### config.mk
export PLATFORM = sky130hd
export DESIGN_NAME = uart_tx_top
export DESIGN_NICKNAME = d
export VERILOG_FILES = /design/src/uart_pkg.sv /design/src/uart_tx_top.sv /design/src/tx_fsm.sv /design/src/tx_shifter.sv /design/src/bit_timer.sv /design/src/baud_divider.sv
export VERILOG_INCLUDE_DIRS = /design/src /design/src/src
export SDC_FILE = /design/constraint.sdc
export NUM_CORES = 1
export LEC_CHECK = 0
export BUFFER_PORTS_ARGS = -buffer_cell sky130_fd_sc_hd__buf_4
export CELL_PAD_IN_SITES_DETAIL_PLACEMENT = 1
export CELL_PAD_IN_SITES_GLOBAL_PLACEMENT = 1
export CORE_MARGIN = 4
export CORE_UTILIZATION = 30
export CTS_CLUSTER_SIZE = 24
export DETAILED_ROUTE_END_ITERATION = 10
export GPL_ROUTABILITY_DRIVEN = 0
export PLACE_DENSITY_LB_ADDON = 0.05
export SLEW_MARGIN = 20
export SYNTH_ARGS = -nofsm -noshare
export SYNTH_HDL_FRONTEND = slang
export SYNTH_SLANG_ARGS = --single-unit
### constraint.sdc
create_clock -name sys_clk -period 3.4 [get_ports sys_clk]
set_input_delay 0.68 -clock sys_clk [delete_from_list [all_inputs] [get_ports sys_clk]]
set_output_delay 0.68 -clock sys_clk [all_outputs]
set_load 0.03 [all_outputs]
### src/uart_defines.svh
// UART transmitter build constants
`ifndef UART_DEFINES_SVH
`define UART_DEFINES_SVH

// System clock in Hz, used as the divider dividend
`define UART_CLK_FREQ 32'd10_000_000

// Bit period after reset and on a bad quotient
// 1042 cycles is roughly 9600 baud at 10 MHz
`define UART_DEFAULT_PERIOD 16'd1042

// Width of a bit period in clock cycles
`define UART_PERIOD_W 16

// Payload byte width
`define UART_DATA_W 8

// Start bit, eight data bits, stop bit
`define UART_FRAME_BITS 10

`endif
### src/uart_pkg.sv
// UART transmitter shared types
`include "uart_defines.svh"

package uart_pkg;

  // New bit period from the divider
  typedef struct packed {
    logic                      valid;   // One-cycle strobe
    logic [`UART_PERIOD_W-1:0] period;  // Cycles per bit
  } period_upd_t;

  // Frame register control from the FSM
  typedef struct packed {
    logic                    load;   // Capture a fresh frame
    logic                    shift;  // Move one bit toward the line
    logic [`UART_DATA_W-1:0] data;   // Byte for the load
  } shift_ctl_t;

  // Bit timer control from the FSM
  typedef struct packed {
    logic                      restart;  // Reload from period
    logic                      run;      // Count enable
    logic [`UART_PERIOD_W-1:0] period;   // Cycles per bit
  } timer_ctl_t;

endpackage

### src/uart_tx_top.sv
// UART transmitter top level
`include "uart_defines.svh"

module uart_tx_top (
  input  logic                    sys_clk,
  input  logic                    rst_n,
  input  logic [15:0]             baud_val,  // Requested baud rate
  input  logic [`UART_DATA_W-1:0] tx_data,
  input  logic                    tx_start,
  output logic                    tx_out,
  output logic                    tx_busy,
  output logic                    tx_done
);

  uart_pkg::period_upd_t period_upd;
  uart_pkg::timer_ctl_t  timer_ctl;
  uart_pkg::shift_ctl_t  shift_ctl;
  logic                  tick;

  baud_divider i_baud_divider (
    .sys_clk    (sys_clk),
    .rst_n      (rst_n),
    .baud_val   (baud_val),
    .period_upd (period_upd)
  );

  bit_timer i_bit_timer (
    .sys_clk   (sys_clk),
    .rst_n     (rst_n),
    .timer_ctl (timer_ctl),
    .tick      (tick)
  );

  tx_shifter i_tx_shifter (
    .sys_clk   (sys_clk),
    .rst_n     (rst_n),
    .shift_ctl (shift_ctl),
    .tx_out    (tx_out)
  );

  tx_fsm i_tx_fsm (
    .sys_clk    (sys_clk),
    .rst_n      (rst_n),
    .tx_start   (tx_start),
    .tx_data    (tx_data),
    .period_upd (period_upd),
    .tick       (tick),
    .timer_ctl  (timer_ctl),
    .shift_ctl  (shift_ctl),
    .tx_busy    (tx_busy),
    .tx_done    (tx_done)
  );

endmodule

### src/tx_fsm.sv
// Transmit control FSM
`include "uart_defines.svh"

module tx_fsm (
  input  logic                    sys_clk,
  input  logic                    rst_n,
  input  logic                    tx_start,
  input  logic [`UART_DATA_W-1:0] tx_data,
  input  uart_pkg::period_upd_t   period_upd,
  input  logic                    tick,
  output uart_pkg::timer_ctl_t    timer_ctl,
  output uart_pkg::shift_ctl_t    shift_ctl,
  output logic                    tx_busy,
  output logic                    tx_done
);

  typedef enum logic {
    IDLE,
    SEND
  } state_t;

  localparam int CNT_W = $clog2(`UART_FRAME_BITS);
  localparam logic [CNT_W-1:0] LAST_BIT = CNT_W'(`UART_FRAME_BITS - 1);

  state_t                    state;
  logic [CNT_W-1:0]          bit_cnt;       // Bit now on the line
  logic [`UART_PERIOD_W-1:0] period_next;   // Latest divider result
  logic [`UART_PERIOD_W-1:0] period_frame;  // Held for the whole frame
  logic                      frame_go;
  logic                      last_tick;

  assign frame_go  = (state == IDLE) && tx_start;
  assign last_tick = (state == SEND) && tick && (bit_cnt == LAST_BIT);
  assign tx_busy   = (state == SEND);

  // Timer control
  assign timer_ctl.restart = frame_go;
  assign timer_ctl.run     = (state == SEND);
  assign timer_ctl.period  = (state == IDLE) ? period_next : period_frame;

  // Shifter control
  assign shift_ctl.load  = frame_go;
  assign shift_ctl.shift = (state == SEND) && tick && !last_tick;
  assign shift_ctl.data  = tx_data;

  always_ff @(posedge sys_clk or negedge rst_n) begin
    if (!rst_n) begin
      state       <= IDLE;
      bit_cnt     <= '0;
      tx_done     <= 1'b0;
      period_next <= `UART_DEFAULT_PERIOD;
    end else begin
      tx_done <= 1'b0;
      if (period_upd.valid) begin
        period_next <= period_upd.period;  // Used from the next frame
      end
      case (state)
        IDLE: begin
          if (tx_start) begin
            state   <= SEND;
            bit_cnt <= '0;
          end
        end
        SEND: begin
          if (last_tick) begin
            state   <= IDLE;
            tx_done <= 1'b1;
          end else if (tick) begin
            bit_cnt <= bit_cnt + 1'b1;
          end
        end
        default: state <= IDLE;
      endcase
    end
  end

  always_ff @(posedge sys_clk) begin
    if (frame_go) begin
      period_frame <= period_next;
    end
  end

  // Done follows the last busy cycle
  done_after_busy_a : assert property (@(posedge sys_clk) disable iff (!rst_n)
    tx_done |-> ($past(tx_busy) && !tx_busy));

endmodule

### src/tx_shifter.sv
// Serial frame shifter
`include "uart_defines.svh"

module tx_shifter (
  input  logic                 sys_clk,
  input  logic                 rst_n,
  input  uart_pkg::shift_ctl_t shift_ctl,
  output logic                 tx_out
);

  localparam int FRAME_W = `UART_FRAME_BITS;

  // Bit 0 is the one on the line
  logic [FRAME_W-1:0] frame;

  always_ff @(posedge sys_clk or negedge rst_n) begin
    if (!rst_n) begin
      frame <= '1;  // Line idles high
    end else if (shift_ctl.load) begin
      frame <= {1'b1, shift_ctl.data, 1'b0};  // Stop, data, start
    end else if (shift_ctl.shift) begin
      // Ones fill from the top so the line ends high
      frame <= {1'b1, frame[FRAME_W-1:1]};
    end
  end

  assign tx_out = frame[0];

  // FSM never asks for both in one cycle
  load_shift_excl_a : assert property (@(posedge sys_clk) disable iff (!rst_n)
    !(shift_ctl.load && shift_ctl.shift));

endmodule

### src/bit_timer.sv
// Bit period timer
`include "uart_defines.svh"

module bit_timer (
  input  logic                 sys_clk,
  input  logic                 rst_n,
  input  uart_pkg::timer_ctl_t timer_ctl,
  output logic                 tick
);

  logic [`UART_PERIOD_W-1:0] count;   // Cycles left in this bit
  logic [`UART_PERIOD_W-1:0] reload;

  assign reload = timer_ctl.period - 1'b1;

  // Last cycle of the bit
  assign tick = timer_ctl.run && (count == '0);

  always_ff @(posedge sys_clk or negedge rst_n) begin
    if (!rst_n) begin
      count <= '0;
    end else if (timer_ctl.restart) begin
      count <= reload;
    end else if (timer_ctl.run) begin
      if (tick) begin
        count <= reload;  // Next bit starts without a gap
      end else begin
        count <= count - 1'b1;
      end
    end
  end

  // Running count stays inside the bit period
  count_in_bit_a : assert property (@(posedge sys_clk) disable iff (!rst_n)
    timer_ctl.run |-> (count < timer_ctl.period));

endmodule

### src/baud_divider.sv
// Baud rate to bit period divider
`include "uart_defines.svh"

module baud_divider (
  input  logic                  sys_clk,
  input  logic                  rst_n,
  input  logic [15:0]           baud_val,
  output uart_pkg::period_upd_t period_upd
);

  localparam int BAUD_W = 16;
  localparam int DVD_W  = 32;
  localparam int CNT_W  = $clog2(DVD_W + 1);
  localparam logic [DVD_W-1:0] CLK_FREQ = `UART_CLK_FREQ;

  logic [BAUD_W-1:0] baud_prev;
  logic              init_pend;  // Forces one division out of reset
  logic              div_start;
  logic              div_busy;
  logic              div_fin;
  logic [CNT_W-1:0]  div_cnt;    // Iterations left
  logic [DVD_W-1:0]  dvd_sh;
  logic [DVD_W-1:0]  quo;
  logic [BAUD_W-1:0] rem;
  logic [BAUD_W-1:0] dvsr;
  logic [BAUD_W:0]   rem_sh;
  logic [BAUD_W:0]   rem_sub;
  logic              quo_bad;

  // A new request also cancels a division in flight
  assign div_start = init_pend || (baud_val != baud_prev);

  // Trial subtraction for one quotient bit
  assign rem_sh  = {rem, dvd_sh[DVD_W-1]};
  assign rem_sub = rem_sh - {1'b0, dvsr};

  // Zero divisor, zero quotient or too long for a period
  assign quo_bad = (dvsr == '0) || (quo == '0) ||
                   (quo[DVD_W-1:`UART_PERIOD_W] != '0);

  always_ff @(posedge sys_clk or negedge rst_n) begin
    if (!rst_n) begin
      baud_prev <= '0;
      init_pend <= 1'b1;
      div_busy  <= 1'b0;
      div_fin   <= 1'b0;
      div_cnt   <= '0;
    end else begin
      init_pend <= 1'b0;
      baud_prev <= baud_val;
      div_fin   <= 1'b0;
      if (div_start) begin
        div_busy <= 1'b1;
        div_cnt  <= CNT_W'(DVD_W);
      end else if (div_busy) begin
        div_cnt <= div_cnt - 1'b1;
        if (div_cnt == CNT_W'(1)) begin  // Last quotient bit this cycle
          div_busy <= 1'b0;
          div_fin  <= 1'b1;
        end
      end
    end
  end

  // Restoring division datapath
  always_ff @(posedge sys_clk) begin
    if (div_start) begin
      dvd_sh <= CLK_FREQ;
      dvsr   <= baud_val;
      rem    <= '0;
      quo    <= '0;
    end else if (div_busy) begin
      dvd_sh <= {dvd_sh[DVD_W-2:0], 1'b0};
      if (!rem_sub[BAUD_W]) begin
        rem <= rem_sub[BAUD_W-1:0];
        quo <= {quo[DVD_W-2:0], 1'b1};
      end else begin
        rem <= rem_sh[BAUD_W-1:0];      // Restore
        quo <= {quo[DVD_W-2:0], 1'b0};
      end
    end
  end

  always_ff @(posedge sys_clk or negedge rst_n) begin
    if (!rst_n) begin
      period_upd.valid  <= 1'b0;
      period_upd.period <= `UART_DEFAULT_PERIOD;
    end else begin
      period_upd.valid <= div_fin;
      if (div_fin) begin
        period_upd.period <= quo_bad ? `UART_DEFAULT_PERIOD : quo[`UART_PERIOD_W-1:0];
      end
    end
  end

  // The FSM must never see a zero bit period
  period_nonzero_a : assert property (@(posedge sys_clk) disable iff (!rst_n)
    period_upd.valid |-> (period_upd.period != '0));

endmodule

==> qor.txt, run 1 <==
outcome - completed
insertion delay to the later sink of the worst-skew pair - 440 ps
final setup fails - 0
RSZ-0062 raised after global routing - no
Slew Viols, Final - 0
Hold Crit Class - in2async
Post-synth ARST share - 45.9%
max-cap violations - 0
Slew @ Worst Pin - 868 ps
Pleak - 4.50 nW
Synthesized Nets - 938
Syn Inst Count - 887
drt total wl - 21.5 mm
final hold violations - 0
Crit-path slowest cell - edfxtp_1
FF+latch count, synth - 194
vias in the first global route - 6,788
post-layout util - 34.8%
Reg2Reg Depth - 11
Die Width - 182 um
worst IR drop on VDD - 331 uV
Fmax achieved - 0.350 GHz
count leader, synth - nor2_1
Die Footprint - 0.0332 mm2
CP endpoint kind - register
EDFF count, synth - 32
Wirelength per Cell - 16.4 um
router iterations before antenna repair - 4
Nets - 955
share of cells above drive strength 1 - 12.9%
Hold Worst Slack - 339 ps
CTS Sinks - 194
first-pass GRT wire length - 36.1 mm
Pwr Total - 5.03 mW
crit-path max FO - 28
Post-synth top cells - nor2_1, mux2i_1, dfrtp_1, dfxtp_1, nand2_1
critical path, cell by cell - ha_1, fa_1, nand2b_1, a21o_1, a22o_1, o21a_1, o211ai_4, buf_12, or2b_1, o211ai_1, a21oi_1
placed insts - 1,275
share of the synthesized area in the top cell type - 20.0%
reg2reg end - i_baud_divider.rem[13]$_SDFFE_PN0P_
Crit Path Category - reg2reg
hold buffers post-CTS - 0
Initial DRC Count - 260
sequential element share of the synthesized area - 51.2%
critical path arrival - 3140 ps
Post-Syn Area - 0.00912 mm2
Final min period - 2860 ps
WP data required - 3680 ps
CP peak stage delay - 400 ps
post-route ant nets - 0
tightest slew margin relative to the limit - 42.1%
Post-CTS Setup Bufs - 0
Pwr Density - 486 mW/mm2
Starting Density - 30.6%
FP Rows - 63
Via-to-Cell Ratio - 4.84
antenna violations before repair - 0
Num CTS Buffers - 17
Resized cells post-CTS - 0
Ys Warns - 0
pin count of the biggest net entering global routing - 67
Post-Syn Area per Cell - 10.3 um2
Crit Reg-Reg Startpoint - i_baud_divider.dvsr[0]$_DFFE_PN_
Final Non-Filler Cells - 1,307
Worst Clk Skew - 11.9 ps
core area - 0.0298 mm2
via count - 6,328
dominant cell type by area after synthesis - dfrtp_1
startpoint types - register
Die Ht - 182 um
total track usage - 13.4%
Longest Clk Path Bufs - 2
total grt overflow - 0
Area Growth Syn to Fin - 13.6%
CTS tree - yes
post-synth cell types - 66
H-tree depth - 4
Worst-path clk slew - 70 ps
reg2reg setup slack - 540 ps
fin crit share - 84.0%
crit path from - i_baud_divider.dvsr[0]$_DFFE_PN_
DRC viols - 0
TNS Setup - 0 ps
predominant post-synthesis flop cell - dfxtp_1
clock root buffer - clkbuf_16
Antenna diodes - 0
Area contributors post-synth - dfrtp_1, dfxtp_1, edfxtp_1, mux2i_1, nor2_1
Port-buffer cells - 29
hpwl dp - 15.3 mm
IO Count - 30
-- state kept, by name, summed over array words and instances, names as in the netlist, 6 cells and up --
signal / count
i_baud_divider.baud_prev: 16
i_baud_divider.div_cnt: 6
i_baud_divider.dvd_sh: 25
i_baud_divider.dvsr: 16
i_baud_divider.period_upd: 17
i_baud_divider.quo: 32
i_baud_divider.rem: 16
i_bit_timer.count: 16
i_tx_fsm.period_frame: 16
i_tx_fsm.period_next: 16
i_tx_shifter.frame: 9
-- cells in the final DEF (no fill, tap or decap), types with 5 or more instances in the layout --
cell	n
o211ai_1	8
nand2_1	54
dfstp_2	16
a211oi_1	17
nor3_1	13
a211o_1	7
buf_4	37
a21oi_1	40
inv_1	46
nand2b_1	6
nand4_1	8
a21o_1	6
edfxtp_1	32
xor2_1	35
clkbuf_16	17
nor4_1	22
xnor2_1	26
mux2i_1	81
dfxtp_1	73
ha_1	23
nand3_1	7
mux2_2	16
and2_1	11
o21ai_0	47
and3_1	5
dfrtp_1	71
nor2_1	121
-- area by class of cell --
class / instances / area (um2)
well taps: 390 / 488
clock buffers: 18 / 439
flip-flops and latches: 194 / 4670
fillers: 3364 / 19400
clock inverters: 14 / 158
multi-input cells: 605 / 4090
inverters: 46 / 173
repair buffers: 40 / 338
-- per-stage QoR --
step | instance area [um2] | setup slack (ps)
2_1_floorplan | 9120 | 53.6
3_5_place_dp | 9760 | 458
6_report | 10400 | 545
3_3_place_gp | 9760 | 393
5_1_grt | 10400 | 329
4_1_cts | 10400 | 523
-- kinds of logic (layout without fill, tap and decap cells) --
logic type	after synthesis	in the layout	share of synthesized area, %
DFF	194	194	51.2
muxes	97	97	10.9
AOI/OAI and AO/OA	155	155	10.9
xor gates and xnor gates	61	61	5.86
adders and majority gates	24	24	3.38
other	1	1	0.0411
buffers and inverters	88	118	4.01
and+or+nand+nor	267	267	13.8
-- critical path, delay by kind of cell, from the launching register on --
kind,cells,cell delay [ps]
compound gates,6,1020
simple gates,2,420
fa+ha+maj,2,640
flops,1,400
buf+inv,1,200
-- how the worst max path moves through the flow --
stage               slack [ps]  depth (start not counted)                                     to
finish                     540                         11    i_baud_divider.rem[13]$_SDFFE_PN0P_
global route               330                         11     i_baud_divider.rem[2]$_SDFFE_PN0P_
CTS                        520                         11    i_baud_divider.rem[13]$_SDFFE_PN0P_
detailed placement         460                          7  i_baud_divider.div_cnt[3]$_DFFE_PN0P_
global placement           390                          7  i_baud_divider.div_cnt[3]$_DFFE_PN0P_
floorplan                   50                         14      i_bit_timer.count[14]$_DFFE_PN0P_
-- power breakdown --
group	total (mW)	switching (mW)	internal, mW
logic	0.402	0.207	0.195
registers	2.59	0.127	2.47
clock network	2.04	1.02	1.01
-- routing by layer --
metal,track usage [%],vias up,wire [um]
li1,-,3146,-
met1,16.4,3120,9960
met2,23.6,36,10700
met3,2.39,26,344
met4,4.98,0,494
met5,0,-,0
No activity file was read; power rests on OpenSTA's default activity.
==> run 2, diff against run 1 <==
==> constraint.sdc (replaced) <==
create_clock -name sys_clk -period 2.5 [get_ports sys_clk]
set_input_delay 0.5 -clock sys_clk [delete_from_list [all_inputs] [get_ports sys_clk]]
set_output_delay 0.5 -clock sys_clk [all_outputs]
set_load 0.03 [all_outputs]
==> run 2 against run 1 <==
The flow now finishes with violations (negative setup slack). Cell count increased by 3.7%. Non-clock buffer count increased by 49. First-iteration DRC count decreased by 4.2%. Via count increased by 4.6%. Clock power increased by 33%. Wire length increased by 3.3%. Flip-flop and latch count unchanged. Critical endpoint is now i_baud_divider.rem[5]$_SDFFE_PN0P_. Highest routed layer unchanged.
==> qor.txt, run 2 (synthesis gave the netlist of run 1 again) <==
outcome - finished with violations (was completed)
failing checks - negative setup slack
final hold violations - 0 (unchanged)
post-route ant nets - 0 (unchanged)
M3 GR Usage - 3.05% (was 2.39%)
pin count of the biggest net entering global routing - 89 (was 67)
share of cells above drive strength 1 - 18.7% (was 12.9%)
Initial DRC Count - 249 (was 260)
Slew Viols, Final - 0 (unchanged)
Worst Clk Skew - 13.7 ps (was 11.9 ps)
hpwl dp - 16.1 mm (was 15.3 mm)
placed insts - 1,318 (was 1,275)
fin crit share - 106% (was 84.0%)
M2 GR Usage - 23.2% (was 23.6%)
Hold Crit Class - in2async (unchanged)
critical path arrival - 2960 ps (was 3140 ps)
total grt overflow - 0 (unchanged)
crit-path max FO - 22 (was 28)
max FFs per register - 32 (unchanged)
top flop regs - i_baud_divider.quo x32, i_baud_divider.dvd_sh x25, i_baud_divider.period_upd x17 (unchanged)
insertion delay to the later sink of the worst-skew pair - 450 ps (was 440 ps)
Area Growth Syn to Fin - 18.4% (was 13.6%)
final setup fails - 17 (was 0)
via count - 6,619 (was 6,328)
H-tree depth - 4 (unchanged)
Crit Reg-Reg Startpoint - i_baud_divider.dvsr[0]$_DFFE_PN_ (unchanged)
Die Ht - 182 um (unchanged)
Worst-path clk slew - 80 ps (was 70 ps)
Crit Path Category - reg2reg (unchanged)
Num CTS Buffers - 17 (unchanged)
reg2reg end - i_baud_divider.rem[5]$_SDFFE_PN0P_ (was i_baud_divider.rem[13]$_SDFFE_PN0P_)
CTS tree - yes (unchanged)
tightest slew margin relative to the limit - 51.4% (was 42.1%)
Port-buffer cells - 29 (unchanged)
Pwr Density - 630 mW/mm2 (was 486 mW/mm2)
Die Footprint - 0.0332 mm2 (unchanged)
max-cap violations - 0 (unchanged)
WP data required - 2800 ps (was 3680 ps)
Pleak - 4.73 nW (was 4.50 nW)
Longest Clk Path Bufs - 2 (unchanged)
CP endpoint kind - register (unchanged)
Final Non-Filler Cells - 1,356 (was 1,307)
most common cell after layout, fill and taps aside - nor2_1 (unchanged)
router iterations before antenna repair - 4 (unchanged)
first-pass GRT wire length - 37.9 mm (was 36.1 mm)
vias in the first global route - 7,307 (was 6,788)
GRT busiest layer - met2 (unchanged)
RSZ-0062 raised after global routing - yes (was no)
startpoint types - register (unchanged)
reg2reg setup slack - -160 ps (was 540 ps)
DRC viols - 0 (unchanged)
Reg2Reg Depth - 10 (was 11)
drt total wl - 22.2 mm (was 21.5 mm)
Final min period - 2660 ps (was 2860 ps)
core area - 0.0298 mm2 (unchanged)
IO Count - 30 (unchanged)
CTS Sinks - 194 (unchanged)
Fmax achieved - 0.376 GHz (was 0.350 GHz)
Slew @ Worst Pin - 722 ps (was 868 ps)
worst IR drop on VDD - 457 uV (was 331 uV)
Starting Density - 30.6% (unchanged)
most frequent cells in the layout - nor2_1, buf_4, mux2i_1, dfxtp_1, dfrtp_1 (was nor2_1, mux2i_1, dfxtp_1, dfrtp_1, nand2_1)
met1 usage - 18.4% (was 16.4%)
post-layout util - 36.2% (was 34.8%)
total track usage - 14.0% (was 13.4%)
Nets - 1,004 (was 955)
antenna violations before repair - 0 (unchanged)
FP Rows - 63 (unchanged)
Most flops, register - i_baud_divider.quo (unchanged)
Wirelength per Cell - 16.4 um (about the same)
Hold Worst Slack - 35.8 ps (was 339 ps)
Antenna diodes - 0 (unchanged)
clock root buffer - clkbuf_16 (unchanged)
Die Width - 182 um (unchanged)
Via-to-Cell Ratio - 4.88 (was 4.84)
final worst setup slack - -160 ps (was 545 ps)
-- run 2: cell count changes in the layout (fill, tap and decap cells not counted), moves of 3 or more --
cell | previous run | this run
buf_4 | 37 | 81
inv_6 | 2 | 5
o21ai_0 | 47 | 43
buf_6 | 0 | 3
o21ai_1 | 2 | 6
mux2i_1 | 81 | 78
-- run 2: cell type report --
type	instances	area, um2
clock inverters	15	141
multi-input cells	605	4150
clock buffers	17	425
repair buffers	89	742
flip-flops and latches	194	4680
inverters	46	173
fillers	3333	19000
well taps	390	488
-- run 2: through the flow --
stage	power [mW]	cell area, um2	setup WS [ps]	TNS (ps)
floorplan	3.92	9170	-341	-519
global placement	4.13	10100	-93.0	-687
detailed placement	4.15	10100	-184	-1810
CTS	6.93	10700	-141	-1550
global route	7.18	10800	-310	-4110
finish	6.80	10800	-160	-1820
-- run 2: worst max-delay path by stage --
stage / start / cells after the start / to / slack (ps)
6_report: i_baud_divider.dvsr[0]$_DFFE_PN_ / 10 / i_baud_divider.rem[5]$_SDFFE_PN0P_ / -160
5_1_grt: i_baud_divider.dvsr[0]$_DFFE_PN_ / 11 / i_baud_divider.rem[0]$_SDFFE_PN0P_ / -310
4_1_cts: i_baud_divider.dvsr[0]$_DFFE_PN_ / 11 / i_baud_divider.rem[0]$_SDFFE_PN0P_ / -140
3_5_place_dp: i_baud_divider.dvsr[0]$_DFFE_PN_ / 11 / i_baud_divider.rem[0]$_SDFFE_PN0P_ / -180
3_3_place_gp: i_baud_divider.dvsr[0]$_DFFE_PN_ / 11 / i_baud_divider.rem[0]$_SDFFE_PN0P_ / -90
2_1_floorplan: i_tx_fsm.tx_busy$_DFF_PN0_ / 14 / i_bit_timer.count[14]$_DFFE_PN0P_ / -340
-- run 2: critical path: stages, from the launching register on --
cell      delay (ps)
edfxtp_1         400
ha_2             210
fa_2             350
nand2b_4         150
a21o_1           190
a22o_1           260
o21a_1           230
o211ai_4         210
buf_12           200
mux2i_1          240
a211oi_2         100
-- run 2: timing repair --
action / in CTS / in global routing
pin swaps: 0 / 4
hold buffers: 0 / 0
endpoints found under the setup margin: 18 / 19
buffers inserted: 2 / 4
gates resized for setup: 3 / 13
-- run 2: report_power, final --
part           switching [mW]  leakage [nW]  total [mW]  internal, mW
Sequential              0.167          2.01        3.52          3.35
Clock                    1.38         0.286        2.71          1.33
Combinational           0.288          2.43       0.570         0.282
-- run 2: per-layer routing --
layer  wire length (um)  share of wire [%]
met1              10700                 48
met2              10700                 48
met3                402                1.8
met4                406                1.8
met5                  0                  0
